$ cat src/conv_pkg.sv
// ----------------------------------------------------------
// widths and user fields shared by the convolution core
// accumulator width must be at least twice the input width
// ----------------------------------------------------------
package conv_pkg;

  // default datapath sizes
  parameter int WIDTH_IN_DEF  = 8;   // signed pixel and weight word
  parameter int WIDTH_OUT_DEF = 20;  // accumulator word, wraps
  parameter int MUL_DELAY_DEF = 3;   // multiplier pipeline depth

  parameter int TAG_BITS = 4;        // pass-through tag

  // user sideband on the input beat
  typedef struct packed {
    logic                acc_last;  // closes the running sum
    logic [TAG_BITS-1:0] tag;
  } conv_user_t;

  // user sideband on the output beat, acc_last is consumed inside
  typedef struct packed {
    logic [TAG_BITS-1:0] tag;
  } conv_out_user_t;

  // whether the next valid product loads or adds
  typedef enum logic {
    ACC_FRESH = 1'b0,
    ACC_ADD   = 1'b1
  } acc_phase_e;

endpackage

$ cat src/conv_acc_array.sv
// ----------------------------------------------------------
// accumulators with bypass load, sums wrap at WIDTH_OUT
// WIDTH_OUT must not be smaller than 2*WIDTH_IN
// ----------------------------------------------------------
`timescale 1ns/100ps

module conv_acc_array #(
  parameter int CORES     = 2,
  parameter int UNITS     = 2,
  parameter int WIDTH_IN  = conv_pkg::WIDTH_IN_DEF,
  parameter int WIDTH_OUT = conv_pkg::WIDTH_OUT_DEF
) (
  input  logic                                clk,
  input  logic                                rst,
  input  logic                                acc_en,
  input  logic                                acc_load,
  input  logic                                clken,
  input  logic [CORES*UNITS*2*WIDTH_IN-1:0]   products,
  output logic [CORES*UNITS*WIDTH_OUT-1:0]    sums
);

  localparam int PAIRS  = CORES * UNITS;
  localparam int PROD_W = 2 * WIDTH_IN;

  for (genvar p = 0; p < PAIRS; p++) begin : g_pair
    logic signed [PROD_W-1:0]    prod;
    logic signed [WIDTH_OUT-1:0] prod_ext;
    logic signed [WIDTH_OUT-1:0] sum_q;

    assign prod     = products[p*PROD_W +: PROD_W];
    assign prod_ext = WIDTH_OUT'(prod);  // sign extended

    always_ff @(posedge clk) begin
      if (rst) begin
        sum_q <= '0;
      end else if (clken && acc_en) begin
        if (acc_load) begin
          sum_q <= prod_ext;         // first product of a kernel position
        end else begin
          sum_q <= sum_q + prod_ext; // wraps in two's complement
        end
      end
    end

    assign sums[p*WIDTH_OUT +: WIDTH_OUT] = sum_q;
  end

  // acc_en comes from the control delay line, an X here corrupts every sum
  a_acc_en_known: assert property (@(posedge clk) disable iff (rst) !$isunknown(acc_en));

endmodule

$ cat src/conv_control.sv
// ----------------------------------------------------------
// control path that clken freezes like the datapath
// delay line depth must equal the multiplier pipeline depth
// ----------------------------------------------------------
`timescale 1ns/100ps

module conv_control #(
  parameter int MUL_DELAY = conv_pkg::MUL_DELAY_DEF
) (
  input  logic                     clk,
  input  logic                     rst,
  input  logic                     clken,
  input  logic                     s_valid,
  input  logic                     s_last,
  input  conv_pkg::conv_user_t     s_user,
  output logic                     mul_en,
  output logic                     acc_en,
  output logic                     acc_load,
  output logic                     m_valid,
  output logic                     m_last,
  output conv_pkg::conv_out_user_t m_user
);
  import conv_pkg::*;

  // one slot of the delay line that follows a beat through the multiplier
  typedef struct packed {
    logic       valid;
    logic       last;
    conv_user_t user;
  } stage_t;

  stage_t     stage_q [MUL_DELAY];
  stage_t     stage_in;
  stage_t     mul_out;  // control aligned with the product
  acc_phase_e phase;

  assign stage_in = '{valid: s_valid, last: s_last, user: s_user};
  assign mul_out  = stage_q[MUL_DELAY-1];

  assign mul_en   = clken;                 // whole pipe stalls together
  assign acc_en   = mul_out.valid;
  assign acc_load = (phase == ACC_FRESH);  // bypass starts a new sum

  always_ff @(posedge clk) begin
    if (rst) begin
      for (int i = 0; i < MUL_DELAY; i++) begin
        stage_q[i] <= '0;
      end
    end else if (clken) begin
      stage_q[0] <= stage_in;
      for (int i = 1; i < MUL_DELAY; i++) begin
        stage_q[i] <= stage_q[i-1];
      end
    end
  end

  // the beat after acc_last sees ACC_FRESH
  always_ff @(posedge clk) begin
    if (rst) begin
      phase <= ACC_FRESH;
    end else if (clken && acc_en) begin
      phase <= mul_out.user.acc_last ? ACC_FRESH : ACC_ADD;
    end
  end

  always_ff @(posedge clk) begin
    if (rst) begin
      m_valid <= 1'b0;
      m_last  <= 1'b0;
    end else if (clken) begin
      m_valid <= mul_out.valid && mul_out.user.acc_last;  // one beat per closed sum
      m_last  <= mul_out.valid && mul_out.user.acc_last && mul_out.last;
    end
  end

  always_ff @(posedge clk) begin
    if (clken) m_user <= '{tag: mul_out.user.tag};
  end

  // reset must flush the whole delay line and not only its head
  a_no_valid_after_rst: assert property (@(posedge clk) $fell(rst) |=> !m_valid);

  // a frame-last beat has to close a sum so that m_last can carry it
  a_last_closes_sum: assert property (@(posedge clk) disable iff (rst)
    s_valid && clken && s_last |-> s_user.acc_last);

endmodule

$ cat src/conv_engine.sv
// ----------------------------------------------------------
// convolution MAC core, single kernel tap
// clken is the downstream ready and freezes the whole pipe
// ----------------------------------------------------------
`timescale 1ns/100ps

module conv_engine #(
  parameter int CORES     = 2,
  parameter int UNITS     = 2,
  parameter int WIDTH_IN  = conv_pkg::WIDTH_IN_DEF,
  parameter int WIDTH_OUT = conv_pkg::WIDTH_OUT_DEF,
  parameter int MUL_DELAY = conv_pkg::MUL_DELAY_DEF
) (
  input  logic                             clk,
  input  logic                             rst,
  input  logic                             clken,
  input  logic                             s_valid,
  input  logic                             s_last,
  input  conv_pkg::conv_user_t             s_user,
  input  logic [UNITS*WIDTH_IN-1:0]        s_pixels,
  input  logic [CORES*WIDTH_IN-1:0]        s_weights,
  output logic                             s_ready,
  output logic                             m_valid,
  output logic                             m_last,
  output conv_pkg::conv_out_user_t         m_user,
  output logic [CORES*UNITS*WIDTH_OUT-1:0] m_data
);

  logic                              mul_en;
  logic                              acc_en;
  logic                              acc_load;
  logic [CORES*UNITS*2*WIDTH_IN-1:0] products;

  assign s_ready = clken;  // a beat is taken whenever the pipe moves

  conv_control #(
    .MUL_DELAY (MUL_DELAY)
  ) control_i (
    .clk      (clk),
    .rst      (rst),
    .clken    (clken),
    .s_valid  (s_valid),
    .s_last   (s_last),
    .s_user   (s_user),
    .mul_en   (mul_en),
    .acc_en   (acc_en),
    .acc_load (acc_load),
    .m_valid  (m_valid),
    .m_last   (m_last),
    .m_user   (m_user)
  );

  conv_mul_array #(
    .CORES     (CORES),
    .UNITS     (UNITS),
    .WIDTH_IN  (WIDTH_IN),
    .MUL_DELAY (MUL_DELAY)
  ) mul_i (
    .clk      (clk),
    .mul_en   (mul_en),
    .pixels   (s_pixels),
    .weights  (s_weights),
    .products (products)
  );

  // sums are valid to the outside only while m_valid is high
  conv_acc_array #(
    .CORES     (CORES),
    .UNITS     (UNITS),
    .WIDTH_IN  (WIDTH_IN),
    .WIDTH_OUT (WIDTH_OUT)
  ) acc_i (
    .clk      (clk),
    .rst      (rst),
    .acc_en   (acc_en),
    .acc_load (acc_load),
    .clken    (clken),
    .products (products),
    .sums     (m_data)
  );

endmodule

$ cat src/conv_mul_array.sv
// ----------------------------------------------------------
// one signed multiplier per core/unit pair without reset
// products are word c*UNITS+u in core-major order
// ----------------------------------------------------------
`timescale 1ns/100ps

module conv_mul_array #(
  parameter int CORES     = 2,
  parameter int UNITS     = 2,
  parameter int WIDTH_IN  = conv_pkg::WIDTH_IN_DEF,
  parameter int MUL_DELAY = conv_pkg::MUL_DELAY_DEF
) (
  input  logic                                clk,
  input  logic                                mul_en,
  input  logic [UNITS*WIDTH_IN-1:0]           pixels,
  input  logic [CORES*WIDTH_IN-1:0]           weights,
  output logic [CORES*UNITS*2*WIDTH_IN-1:0]   products
);

  localparam int PROD_W = 2 * WIDTH_IN;

  for (genvar c = 0; c < CORES; c++) begin : g_core
    for (genvar u = 0; u < UNITS; u++) begin : g_unit
      localparam int P = c * UNITS + u;

      logic signed [WIDTH_IN-1:0] pix;
      logic signed [WIDTH_IN-1:0] wgt;
      logic signed [PROD_W-1:0]   pipe_q [MUL_DELAY];

      assign pix = pixels[u*WIDTH_IN +: WIDTH_IN];   // pixel shared by all cores
      assign wgt = weights[c*WIDTH_IN +: WIDTH_IN];  // weight shared by all units

      always_ff @(posedge clk) begin
        if (mul_en) begin
          pipe_q[0] <= PROD_W'(pix) * PROD_W'(wgt);
          for (int s = 1; s < MUL_DELAY; s++) begin
            pipe_q[s] <= pipe_q[s-1];
          end
        end
      end

      assign products[P*PROD_W +: PROD_W] = pipe_q[MUL_DELAY-1];
    end
  end

endmodule

$ cat config.mk
export PLATFORM = sky130hd
export DESIGN_NAME = conv_engine
export DESIGN_NICKNAME = d
export VERILOG_FILES = /design/src/conv_pkg.sv /design/src/conv_acc_array.sv /design/src/conv_control.sv /design/src/conv_engine.sv /design/src/conv_mul_array.sv
export SDC_FILE = /design/constraint.sdc
export NUM_CORES = 1
export LEC_CHECK = 0
export BUFFER_PORTS_ARGS = -buffer_cell sky130_fd_sc_hd__buf_4
export CORE_MARGIN = 3
export CORE_UTILIZATION = 58
export CTS_BUF_LIST = sky130_fd_sc_hd__clkbuf_4 sky130_fd_sc_hd__clkbuf_8
export CTS_CLUSTER_SIZE = 14
export DETAILED_ROUTE_END_ITERATION = 8
export GPL_ROUTABILITY_DRIVEN = 0
export GPL_TIMING_DRIVEN = 0
export PLACE_DENSITY = 0.76
export REMOVE_ABC_BUFFERS = 1
export SLEW_MARGIN = 30
export SYNTH_ARGS = -nofsm -noshare
export SYNTH_HDL_FRONTEND = slang
export SYNTH_SLANG_ARGS = --single-unit
export TNS_END_PERCENT = 10
$ cat constraint.sdc
create_clock -name clk -period 5.7 [get_ports clk]
set_clock_uncertainty 0.1 [all_clocks]
set_input_delay 0 -clock clk [delete_from_list [all_inputs] [get_ports clk]]
set_output_delay 0 -clock clk [all_outputs]
set_load 0.1 [all_outputs]
# After elaboration in Yosys (flattened, before gate mapping)
# Memory sizes are Yosys's and may differ from the RTL's.
# Cells that the tools add are included.
# totals
register_bits	87
ram_bits	213
out_inout_bits	87
memories	5
# op_classes
addsub	4
multipliers	4
n_mux	14
n_bitwise	3
n_reduce_logical	3
# mem_list
memory	depth	word_bits	read_ports	rd_clocked_by_memory_dff	write_ports	line	rtl
mul_i.g_core[0].g_unit[0].pipe_q	3	16	3	0	3	conv_mul_array.sv:28	logic signed [PROD_W-1:0] pipe_q [MUL_DELAY];
mul_i.g_core[0].g_unit[1].pipe_q	3	16	3	0	3	conv_mul_array.sv:28	
mul_i.g_core[1].g_unit[0].pipe_q	3	16	3	0	3	conv_mul_array.sv:28	
mul_i.g_core[1].g_unit[1].pipe_q	3	16	3	0	3	conv_mul_array.sv:28	
control_i.stage_q	3	7	3	0	3	conv_control.sv:32	stage_t stage_q [MUL_DELAY];
# ops
op	count
adder 20 x 16 -> 20 bit	4
2-to-1 mux 20 bit	4
multiplier 8 x 8 -> 16 bit	4
2-to-1 mux 7 bit	3
2-to-1 mux 1 bit	7
logical AND 1 bit	3
OR 1 bit	3

# Logic depth before layout (Yosys ltp)
# Gate-level depths: netlist (run 1).
# depth
ltp_word	4
depth_mapped	20
ltp_nobuf	19

# By module
# Synthesis (run 1) repeated with hierarchy kept, for this count alone.
# hier_totals
hier_cells	2367
area_unflattened_um2	24250.8
# modules_own_cells
mod	n_inst	cells_each	area_per_inst_um2	seq_area_each_um2
conv_mul_array	1	1403	16291.9	5765.5
conv_acc_array	1	900	6909.1	1601.5
conv_control	1	63	1042.2	810.8
conv_engine	1	1	7.5	0.0

# Worst setup path after synthesis (run 1)
# OpenSTA, ideal clock, no wires.
# synth_path
path_type	in2reg
from	in s_pixels[5]
to	mem mul_i.g_core[0].g_unit[0].pipe_q[0][14] (netlist name), data pin
arrival_ns	4.115
path_slack_ns	1.350
path_stages	19
path_cell_list	clkbuf_1 -> and2_1 -> fa_1 -> inv_1 -> fa_1 -> inv_1 -> fa_1 -> inv_1 -> fa_1 -> inv_1 -> ha_1 -> o21ai_0 -> a21boi_0 -> o21ai_0 -> a21boi_0 -> o21ai_0 -> a21boi_0 -> or4_1 -> nand3_1
# synth_lines
item	line	rtl
start, declared	conv_engine.sv:20	input logic [UNITS*WIDTH_IN-1:0] s_pixels,
end, declared	conv_mul_array.sv:28	

==> results of run 1 <==
metrics by stage:
stage | util | setup slack (ps)
finish | 0.665 | 708
global route | 0.665 | 438
CTS | 0.665 | 796
detailed placement | 0.634 | 777
global placement | 0.630 | -1060
floorplan | - | 1540
logic make-up (layout without fill, tap and decap cells):
family	after synthesis	after routing	synth area share
buffers and inverters	434	602	0.0698
AND/OR/NAND/NOR	591	591	0.129
multiplexers	40	40	0.0175
flip-flops	300	300	0.350
other	0	1	0
XOR/XNOR	100	100	0.0375
AO/OA/AOI/OAI	369	369	0.102
adder cells (fa/ha/maj)	416	416	0.295
synth_stat cells (31+ instances only):
cell type	n	share of area
clkbuf_1	66	0.011
ha_1	192	0.10
nor3_1	31	0.0066
a21oi_1	101	0.022
inv_1	360	0.058
dfxtp_1	83	0.071
xnor2_1	77	0.029
edfxtp_1	217	0.28
and2_1	189	0.051
nor2_1	129	0.021
a211oi_1	40	0.013
mux2i_1	36	0.015
o21ai_0	77	0.016
nand2_1	130	0.021
fa_1	224	0.19
worst max-delay path: cells and delay by family:
kind	cells	cell delay, ps
and+or+nand+nor	3	520
buffers and inverters	6	950
adders and majority gates	5	2300
AOI/OAI and AO/OA	6	1400
sequential cells by signal, summed over array words and instances, names as in the netlist:
| signal | flops |
|---|---|
| control_i.phase | 1 |
| mul_i.g_core.g_unit.pipe_q | 192 |
| control_i.stage_q | 21 |
| control_i.m_user | 4 |
| acc_i.g_pair.sum_q | 80 |
| control_i.m_valid | 1 |
| control_i.m_last | 1 |
power breakdown:
group / internal, mW / leakage [nW] / switching [mW]
clock network: 1.04 / 0.524 / 0.819
logic: 1.84 / 8.29 / 2.63
registers: 3.05 / 2.83 / 0.183
per-layer routing:
layer	global-route usage	share of wire	vias up
li1	-	-	7760
met1	0.320	0.45	8005
met2	0.378	0.47	417
met3	0.0309	0.054	76
met4	0.0710	0.024	0
met5	0	0	-
cell type report:
| type | count | area, um^2 | area share |
|---|---|---|---|
| well taps | 518 | 648 | 0.0249 |
| diodes | 1 | 2.50 | 0.0000960 |
| inverters | 360 | 1350 | 0.0518 |
| clock buffers | 73 | 886 | 0.0340 |
| multi-input cells | 1516 | 13600 | 0.521 |
| repair buffers | 155 | 1320 | 0.0506 |
| flip-flops and latches | 300 | 8180 | 0.314 |
| clock inverters | 14 | 95.1 | 0.00365 |
path summary, 6_finish.rpt:
kind                            slack [ps]                                               from                                                 to
worst max-delay path                   710                                       s_weights[0]  mul_i.g_core[0].g_unit[1].pipe_q[0][14]$_DFFE_PP_
worst min-delay path                   170                                             s_last              control_i.stage_q[0][5]$_SDFFCE_PN0P_
worst max register to register        2340              acc_i.g_pair[1].sum_q[0]$_SDFFE_PP0P_             acc_i.g_pair[1].sum_q[18]$_SDFFE_PP0P_
worst min register to register         290  mul_i.g_core[0].g_unit[1].pipe_q[0][20]$_DFFE_PP_  mul_i.g_core[0].g_unit[1].pipe_q[0][36]$_DFFE_PP_
what timing repair did:
item                                    in CTS  in global routing
hold buffers                                22                  0
endpoints found under the setup margin       0                  0
endpoints found under the hold margin      120                  0
==> results.md, run 1 <==
* Worst r2r path cells at 12
* Initial antenna violation count at 2
* Fmax at about 0.2 GHz
* Post-CTS sizing at 0
* Hold Path Cell Cnt at 3
* Unrepaired setup endpoints after global routing: false
* Total power at about 9.6 mW
* WL per Instance at 16.2 um
* Fillers at between 2,000 and 3,000
* Final wirelength at around 48 mm
* Critical-path maximum fanout at 16
* Yosys warning count at 0
* Number of global-route vias before repair at 16,721
* Slew of the pin with the lowest slew margin at between 700 and 800 ps
* Max Slew Vio Count at 0
* Final Hold Viols at 0
* Post-CTS Setup Bufs at 0
* Root Driver: clkbuf_8
* Clock sink count at 300
* Status: complete, no violations
* PortBufs at ~130
* Crit path capture type: flip-flop
* Post-route non-filler standard cell count at about 3,000
* DRC viols at 0
* Worst-path clk slew at 60 ps
* Core area at around 0.04 mm^2
* Hold Path Class: primary input to flip-flop
* Commonest non-fill, non-tap cell in the layout: inv_1
* Pwr dens at 367 mW/mm^2
* Row count at between 70 and 80
* Layout cell share with drive strength beyond 1 at 0.0976
* Placed insts at ~2,800
* Sequential area share after synthesis at 0.350
* Post-synth cell types at between 60 and 70
* Syn_area_per_cell at just over 10 um^2
* Area of the mapped netlist at about 0.023 mm^2
* Cells after Synth at approximately 2,300
* CP max-delay cell: dlygate4sd3_1
* Relative slew slack at 0.481
* Hold Slack at 170 ps
* Initial drt markers at 1,069
* Via density per instance at 5.54
* Die footprint at between 0.04 and 0.05 mm^2
* CTS buffer count at 48
* Placed Area at between 0.02 and 0.025 mm^2
* HPWL Detailed at between 30 and 40 mm
* Clk_lat worst skew at 570 ps
* Final setup TNS at 0 ps
* # IOs at around 130
* # H-tree levels at 2
* Max-Cap Viols at 0
* Die height at about 210 um
* Post-synth EDFFs at roughly 220
* Final period util at 0.876
* Die width at about 210 um
* Synth Flop Type: edfxtp_1
* Largest net degree at the start of global routing at between 90 and 100
* Layout Nets at 2,839
* Final setup viols at 0
* Grt ovf at 0
* Lkg Pwr at about 12 nW
* CP required at 5870 ps
* TritonRoute pass-1 iters at 6
* TritonCTS clock tree: done
* Startpoint types: primary input
* Post-route cell area at between 0.02 and 0.03 mm^2
* Area grow syn2layout at 11.5%
* Post-synth ARST share at 0
* Min cycle time layout at between 4000 and 5000 ps
* Routed Antenna Nets at 0
* Crit path cell chain: dlygate4sd3_1 > buf_4 > and2_1 > fa_1 > inv_1 > fa_1 > inv_1 > fa_1 > inv_1 > fa_1 > inv_1 > ha_1 > o21ai_0 > a21boi_0 > o21ai_0 > a21boi_0 > o21ai_0 > a21boi_0 > or4_1 > nand3_1
* Register bit total from synthesis at 300
* VDD IR max at between 0.2 and 0.3 mV
* Worst-case clock buffer depth at 3
* Via Count at 16,258
* Most frequent cells in the layout: inv_1 (358), fa_1 (224), edfxtp_1 (217)
* Initial Utilization at 0.597
* Arrival time at the worst endpoint at ~5200 ps
* Slowest Stage Delay on Critical Path at 540 ps
* GRT Util Overall at 0.229
* Setup CP Type: primary input to flip-flop
* First-pass GRT wire length at 79.9 mm
No activity file was read; power rests on OpenSTA's default activity.
==> run 2: changes to the inputs <==
- CAP_MARGIN: not set -> 10
- PLACE_DENSITY: 0.76 -> 0.79
- clock period: 5.7 -> 4.34 ns (I/O delays scaled with it)
==> run 2 against run 1 <==
Compared with the run above:
- register-to-register slack got worse by 1200 ps
- critical path depth decreased by 1
- largest power group unchanged
- highest routed layer unchanged
- clock power increased by 32%
- sequential cell count unchanged
==> results.md, run 2 (synthesized netlist as in run 1, its figures left out) <==
* GRT Util Overall at 0.237 (+0.00743)
* Clock power share at 0.193 (about the same)
* WL per Instance at 16.6 um (+2.7%)
* Worst-path clk slew at 60 ps (about the same)
* Final wirelength at 48.8 mm (+2.7%)
* Worst r2r path cells at 12 (unchanged)
* Crit path cell chain: buf_4 > and2_1 > fa_1 > inv_1 > fa_1 > inv_1 > fa_1 > inv_1 > fa_1 > inv_1 > ha_1 > o21ai_0 > a21boi_1 > o21ai_1 > a21boi_1 > o21ai_0 > a21boi_1 > or4_1 > nand3_1
* Most frequent cells in the layout: inv_1 (357), fa_1 (224), edfxtp_1 (217)
* Worst r2r dst: acc_i.g_pair[1].sum_q[18]$_SDFFE_PP0P_
* CP max-delay cell: fa_1
* Arrival time at the worst endpoint at 4490 ps (-670 ps)
* WP buf/inv at 5 (-1)
* Worst r2r src: acc_i.g_pair[1].sum_q[0]$_SDFFE_PP0P_
* Clk_lat worst skew at 570 ps (about the same)
* PortBufs at 128 (unchanged)
* Relative slew slack at 0.482 (+0.00113)
* Grt ovf at 0 (unchanged)
* HPWL Detailed at 34.9 mm (+0.42%)
* Unrepaired setup endpoints after global routing: true
* Root Driver: clkbuf_8
* Largest net degree at the start of global routing at 91 (unchanged)
* Number of global-route vias before repair at 16,732 (+0.066%)
* CTS buffer count at 48 (unchanged)
* Die footprint at 0.0428 mm^2 (unchanged)
* Core area at 0.0392 mm^2 (unchanged)
* Row count at 72 (unchanged)
* Die height at 207 um (unchanged)
* TritonCTS clock tree: done
* Crit path max-delay family: adder cells
* Power Internal at 7.84 mW (+32%)
* Final setup viols at 0 (unchanged)
* Crit path capture type: flip-flop
* Max Slew Vio Count at 0 (unchanged)
* Largest register FFs at 192 (unchanged)
* Pwr dens at 486 mW/mm^2 (+33%)
* N_diodes at 0 (-1)
* Status: complete, no violations
* Total power at 12.7 mW (+33%)
* DRC viols at 0 (unchanged)
* Hold Path Class: primary input to flip-flop
* Switching Power at 4.85 mW (+34%)
* Layout Nets at 2,839 (unchanged)
* Lkg Pwr at 11.7 nW (+0.15%)
* Max-Cap Viols at 0 (unchanged)
* Share of power burned in registers at 0.335 (-0.003)
* Final Hold Viols at 0 (unchanged)
* Post-route cell area at 0.0261 mm^2 (+0.15%)
* Hold Crit Start: s_weights[9]
* Slew of the pin with the lowest slew margin at 776 ps (-1.70 ps)
* Reg-to-reg slack, setup at 1120 ps (-1220 ps)
* Initial drt markers at 1,089 (+1.9%)
* Hold Path Cell Cnt at 5 (+2)
* VDD IR max at 0.338 mV (+34%)
* Routed Antenna Nets at 0 (unchanged)
* Area grow syn2layout at 11.7%
* Critical-path maximum fanout at 16 (unchanged)
* TritonRoute pass-1 iters at 5 (-1)
* Placed Area at 0.0249 mm^2 (unchanged)
* Commonest non-fill, non-tap cell in the layout: inv_1
* Setup CP Type: primary input to flip-flop
* Clock sink count at 300 (unchanged)
* Slowest Stage Delay on Critical Path at 530 ps (about the same)
* Worst-case clock buffer depth at 3 (unchanged)
* Combinational power share at 0.472 (+0.004)
* Via density per instance at 5.58 (+0.82%)
* First-pass GRT wire length at 81.9 mm (+2.4%)
* Via Count at 16,402 (+0.89%)
* Min cycle time layout at about 4200 ps
* Sw Share at 0.382 (+0.00263)
* Top flop regs: mul_i.g_core.g_unit.pipe_q: 192 flops, acc_i.g_pair.sum_q: 80 flops, control_i.stage_q: 21 flops
* Final period util at 0.963
* Fmax at 0.239 GHz
* Layout cell share with drive strength beyond 1 at 0.0995 (+0.00194)
* Sink of the worst hold path: mul_i.g_core[1].g_unit[0].pipe_q[0][2]$_DFFE_PP_
* # H-tree levels at 2 (unchanged)
* Initial antenna violation count at 0 (-2)
* Top reg by flops: mul_i.g_core.g_unit.pipe_q
* Initial Utilization at 0.597 (unchanged)
* Startpoint types: primary input
* # IOs at 129 (unchanged)
* CP required at 4650 ps (-1220 ps)
* Die width at 207 um (unchanged)
-- run 2: changes by cell type in the layout (fill, tap and decap cells not counted), moves of 6 or more --
cell,before,now
o21ai_1,0,6
o21ai_0,77,71
a21boi_1,0,8
a21boi_0,18,9
-- run 2: worst max-delay path by stage --
stage	from	endpoint	slack, ps	cells after the start
3_5_place_dp	s_pixels[13]	mul_i.g_core[0].g_unit[1].pipe_q[0][14]$_DFFE_PP_	-620	19
5_1_grt	s_pixels[8]	mul_i.g_core[1].g_unit[1].pipe_q[0][14]$_DFFE_PP_	-10	19
4_1_cts	s_pixels[13]	mul_i.g_core[0].g_unit[1].pipe_q[0][14]$_DFFE_PP_	70	19
3_3_place_gp	control_i.phase$_SDFFE_PP0P_	acc_i.g_pair[3].sum_q[15]$_SDFFE_PP0P_	-2420	4
6_report	s_pixels[6]	mul_i.g_core[1].g_unit[0].pipe_q[0][14]$_DFFE_PP_	160	19
2_1_floorplan	s_pixels[5]	mul_i.g_core[0].g_unit[0].pipe_q[0][14]$_DFFE_PP_	180	18
-- run 2: repair_timing --
item                                    4_1_cts  5_1_grt
hold buffers                                 22        0
endpoints found under the hold margin       148        0
resized for setup                             2       19
setup buffers                                 0        0
endpoints found under the setup margin        2       11
-- run 2: per-layer routing --
metal,vias to the layer above,global-route usage,routed length (um)
met5,-,0,0
met4,0,0.0722,1250
met3,91,0.0334,2750
met2,478,0.397,23400
met1,8066,0.324,21400
li1,7767,-,-
-- run 2: area by class of cell --
cell class / instances / area, um^2
timing repair buffer: 155 / 1320
inverter: 360 / 1360
tap: 518 / 648
fill: 2967 / 13100
clock buffer: 67 / 822
sequential: 300 / 8180
clock inverter: 23 / 163
multi-input combinational: 1516 / 13600
-- run 2: per-stage QoR --
stage                     hold slack [ps]  setup TNS, ps  setup slack [ps]  utilization  instances
after global placement                186        -123080             -2420        0.630       2822
after CTS                             102              0              71.8        0.665       2939
after floorplan                      -100              0               180            -       2176
final                                 163              0               159        0.666       2939
after global routing                  153          -11.6             -11.6        0.666       2939
after detailed placement              185          -6180              -619        0.634       2827
-- run 2: power by group through the flow --
stage               sequential [mW]  clock (mW)  combinational, mW
finish                         4.25        2.45               5.99
detailed placement             4.31           0               5.83
global route                   4.30        2.63               6.83
floorplan                      4.51           0               4.13
global placement               4.29           0               5.55
CTS                            4.25        2.52               5.92
-- run 2: worst reg2reg max path: cells and delay by family (launching register included) --
kind            cells  cell delay, ps
mux                 1             230
fa+ha+maj           2             640
simple gates        1             120
buf+inv             1              70
compound gates      7            1520
flops               1             390
